### src/hw/rob_cfg_pkg.sv
`default_nettype none

package rob_cfg_pkg;

    // ----------------------------------------
    // Reorder buffer sizing
    // ----------------------------------------
    // Entries, single thread
    localparam int ROB_DEPTH = 16;
    localparam int ROB_IDX_W = $clog2(ROB_DEPTH);
    // Count from 0 to ROB_DEPTH
    localparam int ROB_CNT_W = $clog2(ROB_DEPTH + 1);

    // Dispatch and retire widths
    localparam int DP_WIDTH = 2;
    localparam int DP_CNT_W = $clog2(DP_WIDTH + 1);
    localparam int RT_WIDTH = 2;
    localparam int RT_CNT_W = $clog2(RT_WIDTH + 1);

    // Result broadcast channels
    localparam int CDB_NUM = 2;

    // ----------------------------------------
    // Surrounding core
    // ----------------------------------------
    localparam int ARCH_REG_W = 5;
    localparam int PHY_TAG_W  = 6;
    localparam int XLEN       = 32;

    // Entry index plus offset, wraps at ROB_DEPTH
    function automatic logic [ROB_IDX_W-1:0] rob_idx_add(
        input logic [ROB_IDX_W-1:0] base,
        input logic [ROB_CNT_W-1:0] ofs
    );
        logic [ROB_CNT_W:0] sum;
        sum = (ROB_CNT_W+1)'(base) + (ROB_CNT_W+1)'(ofs);
        if (sum >= (ROB_CNT_W+1)'(ROB_DEPTH)) begin
            sum = sum - (ROB_CNT_W+1)'(ROB_DEPTH);
        end
        return sum[ROB_IDX_W-1:0];
    endfunction

endpackage

`default_nettype wire

### src/hw/rob_types_pkg.sv
`default_nettype none

package rob_types_pkg;

    import rob_cfg_pkg::*;

    // ----------------------------------------
    // Dispatch side
    // ----------------------------------------
    // One new instruction
    typedef struct packed {
        logic [ARCH_REG_W-1:0] rd;
        logic [PHY_TAG_W-1:0]  tag;
        logic [PHY_TAG_W-1:0]  tag_old;
        logic                  br_predict;
    } dp_slot_t;

    // Up to DP_WIDTH instructions, oldest in slot 0
    typedef struct packed {
        logic [DP_CNT_W-1:0]     num;
        dp_slot_t [DP_WIDTH-1:0] slot;
    } dp_req_t;

    // Free count and entry index per slot
    typedef struct packed {
        logic [DP_CNT_W-1:0]                avail_num;
        logic [DP_WIDTH-1:0][ROB_IDX_W-1:0] rob_idx;
    } dp_rsp_t;

    // ----------------------------------------
    // Broadcast and storage
    // ----------------------------------------
    typedef struct packed {
        logic                 valid;
        logic [ROB_IDX_W-1:0] rob_idx;
        logic                 br_result;
        logic [XLEN-1:0]      br_target;
    } cdb_t;

    typedef struct packed {
        logic                  valid;
        logic                  complete;
        logic [ARCH_REG_W-1:0] rd;
        logic [PHY_TAG_W-1:0]  tag;
        logic [PHY_TAG_W-1:0]  tag_old;
        logic                  br_predict;
        logic                  br_result;
        logic [XLEN-1:0]       br_target;
    } rob_entry_t;

    // ----------------------------------------
    // Retire side
    // ----------------------------------------
    // Map table update and freed tag
    typedef struct packed {
        logic                  wr_en;
        logic [ARCH_REG_W-1:0] arch_reg;
        logic [PHY_TAG_W-1:0]  tag;
        logic [PHY_TAG_W-1:0]  tag_old;
    } rt_slot_t;

    typedef struct packed {
        logic [RT_CNT_W-1:0]     rt_num;
        rt_slot_t [RT_WIDTH-1:0] slot;
    } rt_out_t;

endpackage

`default_nettype wire

### src/hw/rob_ptr_ctrl.sv
`timescale 1ns/1ps
`default_nettype none

module rob_ptr_ctrl (
    input  wire logic                               clk_i,
    input  wire logic                               rst_i,
    input  wire logic                               flush_i,
    input  wire logic [rob_cfg_pkg::DP_CNT_W-1:0]   dp_num_i,
    input  wire logic [rob_cfg_pkg::RT_CNT_W-1:0]   rt_num_i,
    output logic      [rob_cfg_pkg::ROB_IDX_W-1:0]  head_o,
    output logic      [rob_cfg_pkg::ROB_IDX_W-1:0]  tail_o,
    output rob_types_pkg::dp_rsp_t                  dp_rsp_o
);

    import rob_cfg_pkg::*;

    logic [ROB_IDX_W-1:0] head_q;
    logic [ROB_IDX_W-1:0] tail_q;
    // Toggle on every pass through the last entry
    logic                 head_wrap_q;
    logic                 tail_wrap_q;
    logic [ROB_CNT_W:0]   head_sum;
    logic [ROB_CNT_W:0]   tail_sum;
    logic [ROB_CNT_W-1:0] empty_cnt;
    logic [ROB_CNT_W:0]   avail_cnt;

    // ----------------------------------------
    // Pointer update
    // ----------------------------------------
    // Unwrapped sums, used for wrap detection
    assign head_sum = (ROB_CNT_W+1)'(head_q) + (ROB_CNT_W+1)'(rt_num_i);
    assign tail_sum = (ROB_CNT_W+1)'(tail_q) + (ROB_CNT_W+1)'(dp_num_i);

    always_ff @(posedge clk_i) begin
        if (rst_i) begin
            head_q      <= '0;
            tail_q      <= '0;
            head_wrap_q <= 1'b0;
            tail_wrap_q <= 1'b0;
        end else if (flush_i) begin
            // Flush drops everything in flight
            head_q      <= '0;
            tail_q      <= '0;
            head_wrap_q <= 1'b0;
            tail_wrap_q <= 1'b0;
        end else begin
            head_q <= rob_idx_add(head_q, ROB_CNT_W'(rt_num_i));
            tail_q <= rob_idx_add(tail_q, ROB_CNT_W'(dp_num_i));
            if (head_sum >= (ROB_CNT_W+1)'(ROB_DEPTH)) begin
                head_wrap_q <= ~head_wrap_q;
            end
            if (tail_sum >= (ROB_CNT_W+1)'(ROB_DEPTH)) begin
                tail_wrap_q <= ~tail_wrap_q;
            end
        end
    end

    assign head_o = head_q;
    assign tail_o = tail_q;

    // ----------------------------------------
    // Free count and slot indices
    // ----------------------------------------
    always_comb begin
        // Same lap: used = tail - head
        // Tail one lap ahead: empty = head - tail
        if (head_wrap_q == tail_wrap_q) begin
            empty_cnt = ROB_CNT_W'(ROB_DEPTH) - (ROB_CNT_W'(tail_q) - ROB_CNT_W'(head_q));
        end else begin
            empty_cnt = ROB_CNT_W'(head_q) - ROB_CNT_W'(tail_q);
        end

        // Entries retiring now are reusable at the same edge
        avail_cnt = (ROB_CNT_W+1)'(empty_cnt) + (ROB_CNT_W+1)'(rt_num_i);
        if (avail_cnt > (ROB_CNT_W+1)'(DP_WIDTH)) begin
            dp_rsp_o.avail_num = DP_CNT_W'(DP_WIDTH);
        end else begin
            dp_rsp_o.avail_num = avail_cnt[DP_CNT_W-1:0];
        end

        // Slot k lands at tail + k
        for (int k = 0; k < DP_WIDTH; k++) begin
            dp_rsp_o.rob_idx[k] = rob_idx_add(tail_q, ROB_CNT_W'(k));
        end
    end

endmodule

`default_nettype wire

### src/hw/rob_entry_array.sv
`timescale 1ns/1ps
`default_nettype none

module rob_entry_array (
    input  wire logic                                        clk_i,
    input  wire logic                                        rst_i,
    input  wire logic                                        flush_i,
    input  wire logic [rob_cfg_pkg::ROB_IDX_W-1:0]           tail_i,
    input  wire rob_types_pkg::dp_req_t                      dp_req_i,
    input  wire rob_types_pkg::cdb_t [rob_cfg_pkg::CDB_NUM-1:0] cdb_i,
    input  wire logic [rob_cfg_pkg::ROB_DEPTH-1:0]           rt_sel_i,
    output rob_types_pkg::rob_entry_t [rob_cfg_pkg::ROB_DEPTH-1:0] entries_o
);

    import rob_cfg_pkg::*;
    import rob_types_pkg::*;

    // Control bits
    logic [ROB_DEPTH-1:0]     valid_q;
    logic [ROB_DEPTH-1:0]     complete_q;
    // Payload
    dp_slot_t [ROB_DEPTH-1:0] slot_q;
    logic [ROB_DEPTH-1:0]     result_q;
    logic [XLEN-1:0]          target_q [ROB_DEPTH];

    logic [ROB_IDX_W-1:0]     dp_idx [DP_WIDTH];
    logic [ROB_DEPTH-1:0]     dp_sel;
    dp_slot_t [ROB_DEPTH-1:0] dp_data;
    logic [ROB_DEPTH-1:0]     cp_sel;
    logic [ROB_DEPTH-1:0]     cp_result;
    logic [XLEN-1:0]          cp_target [ROB_DEPTH];

    // ----------------------------------------
    // Dispatch and broadcast decode
    // ----------------------------------------
    // Target entry of each dispatch slot, wraps past the end
    always_comb begin
        for (int k = 0; k < DP_WIDTH; k++) begin
            dp_idx[k] = rob_idx_add(tail_i, ROB_CNT_W'(k));
        end
    end

    always_comb begin
        for (int i = 0; i < ROB_DEPTH; i++) begin
            dp_sel[i]    = 1'b0;
            dp_data[i]   = '0;
            cp_sel[i]    = 1'b0;
            cp_result[i] = 1'b0;
            cp_target[i] = '0;

            // Covered by this dispatch
            for (int k = 0; k < DP_WIDTH; k++) begin
                if ((DP_CNT_W'(k) < dp_req_i.num) && (dp_idx[k] == ROB_IDX_W'(i))) begin
                    dp_sel[i]  = 1'b1;
                    dp_data[i] = dp_req_i.slot[k];
                end
            end

            // Later channel overrides, so the higher one wins
            for (int c = 0; c < CDB_NUM; c++) begin
                if (cdb_i[c].valid && (cdb_i[c].rob_idx == ROB_IDX_W'(i))) begin
                    cp_sel[i]    = 1'b1;
                    cp_result[i] = cdb_i[c].br_result;
                    cp_target[i] = cdb_i[c].br_target;
                end
            end
        end
    end

    // ----------------------------------------
    // Entry state
    // ----------------------------------------
    // Priority: flush, dispatch, retire, complete
    always_ff @(posedge clk_i) begin
        if (rst_i || flush_i) begin
            valid_q    <= '0;
            complete_q <= '0;
        end else begin
            for (int i = 0; i < ROB_DEPTH; i++) begin
                if (dp_sel[i]) begin
                    valid_q[i]    <= 1'b1;
                    complete_q[i] <= 1'b0;
                end else if (rt_sel_i[i]) begin
                    valid_q[i]    <= 1'b0;
                    complete_q[i] <= 1'b0;
                end else if (cp_sel[i] && valid_q[i]) begin
                    complete_q[i] <= 1'b1;
                end
            end
        end
    end

    // Payload only matters while valid
    always_ff @(posedge clk_i) begin
        for (int i = 0; i < ROB_DEPTH; i++) begin
            if (dp_sel[i]) begin
                slot_q[i] <= dp_data[i];
            end else if (cp_sel[i] && valid_q[i]) begin
                result_q[i] <= cp_result[i];
                target_q[i] <= cp_target[i];
            end
        end
    end

    // Pack into the entry view
    always_comb begin
        for (int i = 0; i < ROB_DEPTH; i++) begin
            entries_o[i].valid      = valid_q[i];
            entries_o[i].complete   = complete_q[i];
            entries_o[i].rd         = slot_q[i].rd;
            entries_o[i].tag        = slot_q[i].tag;
            entries_o[i].tag_old    = slot_q[i].tag_old;
            entries_o[i].br_predict = slot_q[i].br_predict;
            entries_o[i].br_result  = result_q[i];
            entries_o[i].br_target  = target_q[i];
        end
    end

endmodule

`default_nettype wire

### src/hw/rob_retire_sel.sv
`timescale 1ns/1ps
`default_nettype none

module rob_retire_sel (
    input  wire logic [rob_cfg_pkg::ROB_IDX_W-1:0]                  head_i,
    input  wire rob_types_pkg::rob_entry_t [rob_cfg_pkg::ROB_DEPTH-1:0] entries_i,
    input  wire logic                                               exception_i,
    output logic      [rob_cfg_pkg::ROB_DEPTH-1:0]                  rt_sel_o,
    output logic      [rob_cfg_pkg::RT_CNT_W-1:0]                   rt_num_o,
    output logic                                                    flush_o,
    output rob_types_pkg::rt_out_t                                  rt_o,
    output logic                                                    br_mis_valid_o,
    output logic      [rob_cfg_pkg::XLEN-1:0]                       br_target_o
);

    import rob_cfg_pkg::*;
    import rob_types_pkg::*;

    logic [ROB_IDX_W-1:0]       win_idx [RT_WIDTH];
    rob_entry_t [RT_WIDTH-1:0]  win;
    logic [RT_WIDTH-1:0]        win_mis;
    logic [RT_WIDTH-1:0]        lane_sel;

    // ----------------------------------------
    // Retire window
    // ----------------------------------------
    // RT_WIDTH entries starting at head
    always_comb begin
        for (int k = 0; k < RT_WIDTH; k++) begin
            win_idx[k] = rob_idx_add(head_i, ROB_CNT_W'(k));
            win[k]     = entries_i[win_idx[k]];
            // Predicted direction differs from resolved one
            win_mis[k] = win[k].br_predict != win[k].br_result;
        end
    end

    // In-order pick, stops after a mispredicted branch
    always_comb begin
        // Exception takes the whole window, nothing retires
        lane_sel[0] = win[0].valid & win[0].complete & ~exception_i;
        for (int k = 1; k < RT_WIDTH; k++) begin
            lane_sel[k] = lane_sel[k-1] & ~win_mis[k-1] & win[k].valid & win[k].complete;
        end
    end

    // ----------------------------------------
    // Count, entry select, misprediction
    // ----------------------------------------
    always_comb begin
        rt_sel_o       = '0;
        rt_num_o       = '0;
        br_mis_valid_o = 1'b0;
        br_target_o    = '0;
        for (int k = 0; k < RT_WIDTH; k++) begin
            if (lane_sel[k]) begin
                rt_sel_o[win_idx[k]] = 1'b1;
                rt_num_o             = rt_num_o + RT_CNT_W'(1);
                if (win_mis[k]) begin
                    br_mis_valid_o = 1'b1;
                    br_target_o    = win[k].br_target;
                end
            end
        end
    end

    // Either cause empties the buffer at the next edge
    assign flush_o = br_mis_valid_o | exception_i;

    // ----------------------------------------
    // Retire lanes
    // ----------------------------------------
    // Idle lanes driven to zero
    always_comb begin
        rt_o.rt_num = rt_num_o;
        for (int k = 0; k < RT_WIDTH; k++) begin
            rt_o.slot[k].wr_en = lane_sel[k];
            if (lane_sel[k]) begin
                rt_o.slot[k].arch_reg = win[k].rd;
                rt_o.slot[k].tag      = win[k].tag;
                rt_o.slot[k].tag_old  = win[k].tag_old;
            end else begin
                rt_o.slot[k].arch_reg = '0;
                rt_o.slot[k].tag      = '0;
                rt_o.slot[k].tag_old  = '0;
            end
        end
    end

endmodule

`default_nettype wire

### src/hw/rob_top.sv
`timescale 1ns/1ps
`default_nettype none

module rob_top (
    input  wire logic                                           clk_i,
    input  wire logic                                           rst_i,
    input  wire rob_types_pkg::dp_req_t                         dp_req_i,
    output rob_types_pkg::dp_rsp_t                              dp_rsp_o,
    input  wire rob_types_pkg::cdb_t [rob_cfg_pkg::CDB_NUM-1:0] cdb_i,
    output rob_types_pkg::rt_out_t                              rt_o,
    input  wire logic                                           exception_i,
    output logic                                                br_mis_valid_o,
    output logic      [rob_cfg_pkg::XLEN-1:0]                   br_target_o
);

    import rob_cfg_pkg::*;
    import rob_types_pkg::*;

    // ----------------------------------------
    // Internal wiring
    // ----------------------------------------
    logic [ROB_IDX_W-1:0]       head;
    logic [ROB_IDX_W-1:0]       tail;
    rob_entry_t [ROB_DEPTH-1:0] entries;
    // Retire feedback
    logic [ROB_DEPTH-1:0]       rt_sel;
    logic [RT_CNT_W-1:0]        rt_num;
    // Misprediction or exception
    logic                       flush;

    // Pointers and free count
    rob_ptr_ctrl u_ptr_ctrl (
        .clk_i    (clk_i),
        .rst_i    (rst_i),
        .flush_i  (flush),
        .dp_num_i (dp_req_i.num),
        .rt_num_i (rt_num),
        .head_o   (head),
        .tail_o   (tail),
        .dp_rsp_o (dp_rsp_o)
    );

    // Entry storage
    rob_entry_array u_entry_array (
        .clk_i     (clk_i),
        .rst_i     (rst_i),
        .flush_i   (flush),
        .tail_i    (tail),
        .dp_req_i  (dp_req_i),
        .cdb_i     (cdb_i),
        .rt_sel_i  (rt_sel),
        .entries_o (entries)
    );

    // Retire and branch recovery
    rob_retire_sel u_retire_sel (
        .head_i         (head),
        .entries_i      (entries),
        .exception_i    (exception_i),
        .rt_sel_o       (rt_sel),
        .rt_num_o       (rt_num),
        .flush_o        (flush),
        .rt_o           (rt_o),
        .br_mis_valid_o (br_mis_valid_o),
        .br_target_o    (br_target_o)
    );

endmodule

`default_nettype wire

### config.mk
export PLATFORM = sky130hd
export DESIGN_NAME = rob_top
export DESIGN_NICKNAME = d
export VERILOG_FILES = /design/src/hw/rob_cfg_pkg.sv /design/src/hw/rob_types_pkg.sv /design/src/hw/rob_ptr_ctrl.sv /design/src/hw/rob_entry_array.sv /design/src/hw/rob_retire_sel.sv /design/src/hw/rob_top.sv
export SDC_FILE = /design/constraint.sdc
export NUM_CORES = 2
export LEC_CHECK = 0
export BUFFER_PORTS_ARGS = -buffer_cell sky130_fd_sc_hd__buf_2
export CAP_MARGIN = 20
export CORE_MARGIN = 2
export CORE_UTILIZATION = 40
export CTS_CLUSTER_DIAMETER = 60
export DETAILED_ROUTE_END_ITERATION = 6
export HOLD_SLACK_MARGIN = 0.15
export PLACE_DENSITY = 0.6
export SETUP_SLACK_MARGIN = 0.15
export SLEW_MARGIN = 30
export SYNTH_ARGS = -nofsm -noshare
export SYNTH_HDL_FRONTEND = slang
export SYNTH_SLANG_ARGS = --single-unit
### constraint.sdc
create_clock -name clk_i -period 8.3 [get_ports clk_i]
set_clock_uncertainty 0.2 [all_clocks]
set_input_delay 0.415 -clock clk_i [delete_from_list [all_inputs] [get_ports clk_i]]
set_output_delay 0.415 -clock clk_i [all_outputs]
set_load 0.03 [all_outputs]
==> flow_metrics.py <==
metrics = {
    "floorplanning": {
        "ioPinCount": 198,
        "die_x_um": 359.7,
        "initial_core_util_pct": 40.30,
        "die-area_um2": 129400,
        "die_h_um": 359.7,
        "core-area_um2": 125600,
        "num_rows": 130,
    },
    "worst_setup_path": {
        "worstPathArrival_ps": 6580,
        "r2r_slack_ps": 2440,
        "crit_type": "flop to primary output",
        "critical_path.max_fanout": 38,
        "critPathCaptureType": "primary output",
        "cp-start-kind": "flop",
        "crit_required_ps": 7690,
    },
    "drt": {
        "ant_nets": 0,
        "routed_wl_um": 197700,
        "drc": 0,
        "drt-vias-per-instance": 6.823,
        "drt_iter0_drc": 6162,
        "dr.pass1.iters": 6,
        "wl_per_cell_um": 34.28,
        "vias": 39340,
    },
    "power_and_ir_drop": {
        "ir_worst_vdd_v": 0.0001839,
        "p_int_mw": 7.417,
        "p_leak_nw": 19.11,
        "seqPwrFrac_pct": 48.9,
        "switching_share_pct": 23.88,
        "p_total_mw": 9.744,
        "p_per_area_nw_per_um2": 168.5,
        "pwr-share-clk_pct": 45.4,
        "p_comb_share_pct": 5.8,
        "power_switching_mw": 2.327,
    },
    "sta": {
        "fin_hold_ws_ps": 281.2,
        "fin_crit_ps": 7200,
        "setup_violations": 0,
        "min_period_over_period_pct": 86.74,
        "fin_ws_ps": 1100,
        "rsz0062_at_grt": "no",
        "max_slew_margin_pct": 31.58,
        "slew_viol_final": 0,
        "fmax_mhz": 138.9,
        "worst_pin_slew_ps": 1021,
        "final_hold_viol_count": 0,
        "setup_tns_ps": 0,
    },
    "placed_design": {
        "dp.cells": 5420,
        "place.gp.congestion": 0.8997,
        "dp_slack_ps": 1817,
        "port_buffers": 197,
        "placed_area_um2": 52930,
        "hpwl_um": 106400,
    },
    "clock_network": {
        "htreeDepth": 3,
        "clk_pin_slew_ps": 60,
        "cts.path.max_buffers": 3,
        "cts_sinks": 858,
        "insertion_delay_ps": 750,
        "cts_setup_buffers": 0,
        "cts_hold_repair.buffers": 155,
        "cts_resized": 0,
        "cts_buffers": 100,
        "ctsRootBufferMaster": "clkbuf_16",
        "cts_tree": "built",
    },
    "synthesis": {
        "ys.flop_type": "edfxtp_1",
        "ys_warn_count": 0,
        "async_flop_share_pct": 0,
        "synth-simple-area-share_pct": 9.129,
        "synth_area_leaders": "edfxtp_1, mux4_2, a22o_1, nand2_1, clkbuf_1",
        "ys_seq_elements": 858,
        "muxShareOfSynthArea_pct": 20.87,
        "synth_nets": 4141,
        "synth_top_cell_by_area": "edfxtp_1",
        "synth_top_family_by_area": "multiplexers",
        "synthXorXnorAreaFrac_pct": 0.3437,
        "yosys-top-cells-count": "edfxtp_1, nand2_1, a22o_1",
        "avgSynthCellArea_um2": 12.66,
        "synth_area_um2": 50600,
        "ys_types": 57,
        "synth_compound_area_share_pct": 14.19,
        "synth_most_common_cell": "edfxtp_1",
        "synthCells": 3997,
        "synth_top_area_share_pct": 48.43,
        "synth-edff-count": 816,
        "synth-adder-area-share_pct": 0.7270,
        "seq_area_frac_synth_pct": 50.09,
    },
    "layout": {
        "fin_cells": 5766,
        "area_growth_pct": 14.29,
        "fin_util_pct": 46.06,
        "nFillCells": 11150,
        "nets": 4174,
        "drive_gt1_share_pct": 25.14,
        "final_cell_area_um2": 57830,
    },
    "global_route": {
        "grt_use_total_pct": 29.81,
        "grt_pass1_vias": 38190,
        "antenna_found_initial": 11,
        "grt_pass1_wl_um": 279800,
        "gr-total-overflow": 0,
        "grt_max_degree": 137,
    },
    "run": {
        "cap_violations": 0,
    },
    "min_path": {
        "hp-class": "input port to flop",
    },
    "run_status": {
        "status": "finished clean",
    },
}
[final cells by class]
type	instances	area (µm²)	area share [%]
well taps	1650	2064	3.570
clock inverters	51	541.8	0.9368
repair buffers	483	3618	6.257
multi-input cells	2543	23370	40.41
flip-flops and latches	858	25360	43.84
clock buffers	134	2705	4.677
diodes	3	7.507	0.01298
inverters	44	167.7	0.2899
[layout by cell type (no fill, tap or decap), types with 7 or more instances in the layout]
master / count
edfxtp_1: 816
nand3_1: 144
nor2_2: 16
nand2_1: 705
clkinvlp_4: 8
a22oi_1: 8
xnor2_1: 10
nor2_4: 28
a2111oi_0: 7
nor3_2: 13
dlygate4sd3_1: 155
a21oi_1: 20
nor3_1: 14
nand2b_1: 7
o21ai_0: 276
and3_1: 22
ha_1: 22
mux4_2: 469
clkinv_1: 14
a21o_1: 7
dfxtp_1: 39
inv_1: 42
buf_2: 197
clkbuf_1: 24
buf_4: 123
a22o_1: 600
clkbuf_16: 100
clkinv_2: 11
nor2_1: 47
and2_1: 37
[registers in the layout (all words and copies together), names as in the netlist]
| name | count |
|---|---|
| u_entry_array.complete_q | 16 |
| u_entry_array.entries_o | 288 |
| u_entry_array.result_q | 16 |
| u_entry_array.target_q | 512 |
| u_entry_array.valid_q | 16 |
| u_ptr_ctrl.head_o | 4 |
| u_ptr_ctrl.head_wrap_q | 1 |
| u_ptr_ctrl.tail_o | 4 |
| u_ptr_ctrl.tail_wrap_q | 1 |
[cells by family after synthesis]
group | after synthesis
and+or+nand+nor | 1081
DFF | 858
xor gates and xnor gates | 19
AOI/OAI and AO/OA | 947
adders and majority gates | 27
muxes | 469
buffers and inverters | 596
[worst max-delay path, cell delays in order (launching register included)]
cell       delay (ps)
dfxtp_4           800
ha_1              650
xor2_4            680
buf_4             570
nand3_1           200
and4_1            310
nand2_1           460
inv_1             130
ha_1              350
ha_1              180
inv_1              60
fa_1              430
a2111oi_0         400
a21oi_1            60
nand4b_1          260
nor2_1            120
buf_2             200
[power groups by stage]
stage	clock network, mW	registers [mW]	logic (mW)
after floorplan	0	4.84	0.309
after global placement	0	4.85	0.483
after detailed placement	0	4.85	0.489
after CTS	4.43	4.76	0.543
after global routing	4.60	4.76	0.581
final	4.42	4.76	0.561
[routing by layer]
layer	vias to the layer above	share of wire (%)	GRT usage, %
met5	-	0.039	0
met4	12	5.2	13.93
met3	636	13	7.432
met2	3181	46	47.27
met1	19810	35	38.50
li1	15700	-	-
[worst paths after layout]
check / cells past startpoint / start / endpoint
hold reg to reg: 2 / u_entry_array.complete_q[1] / u_entry_array.complete_q[1]
hold / removal: 3 / cdb_i[72] / u_entry_array.target_q[1][1]
setup / recovery: 16 / u_ptr_ctrl.head_o[0] / dp_rsp_o[8]
setup reg to reg: 10 / u_ptr_ctrl.head_o[0] / u_entry_array.complete_q[1]
No activity file was read; power rests on OpenSTA's default activity.
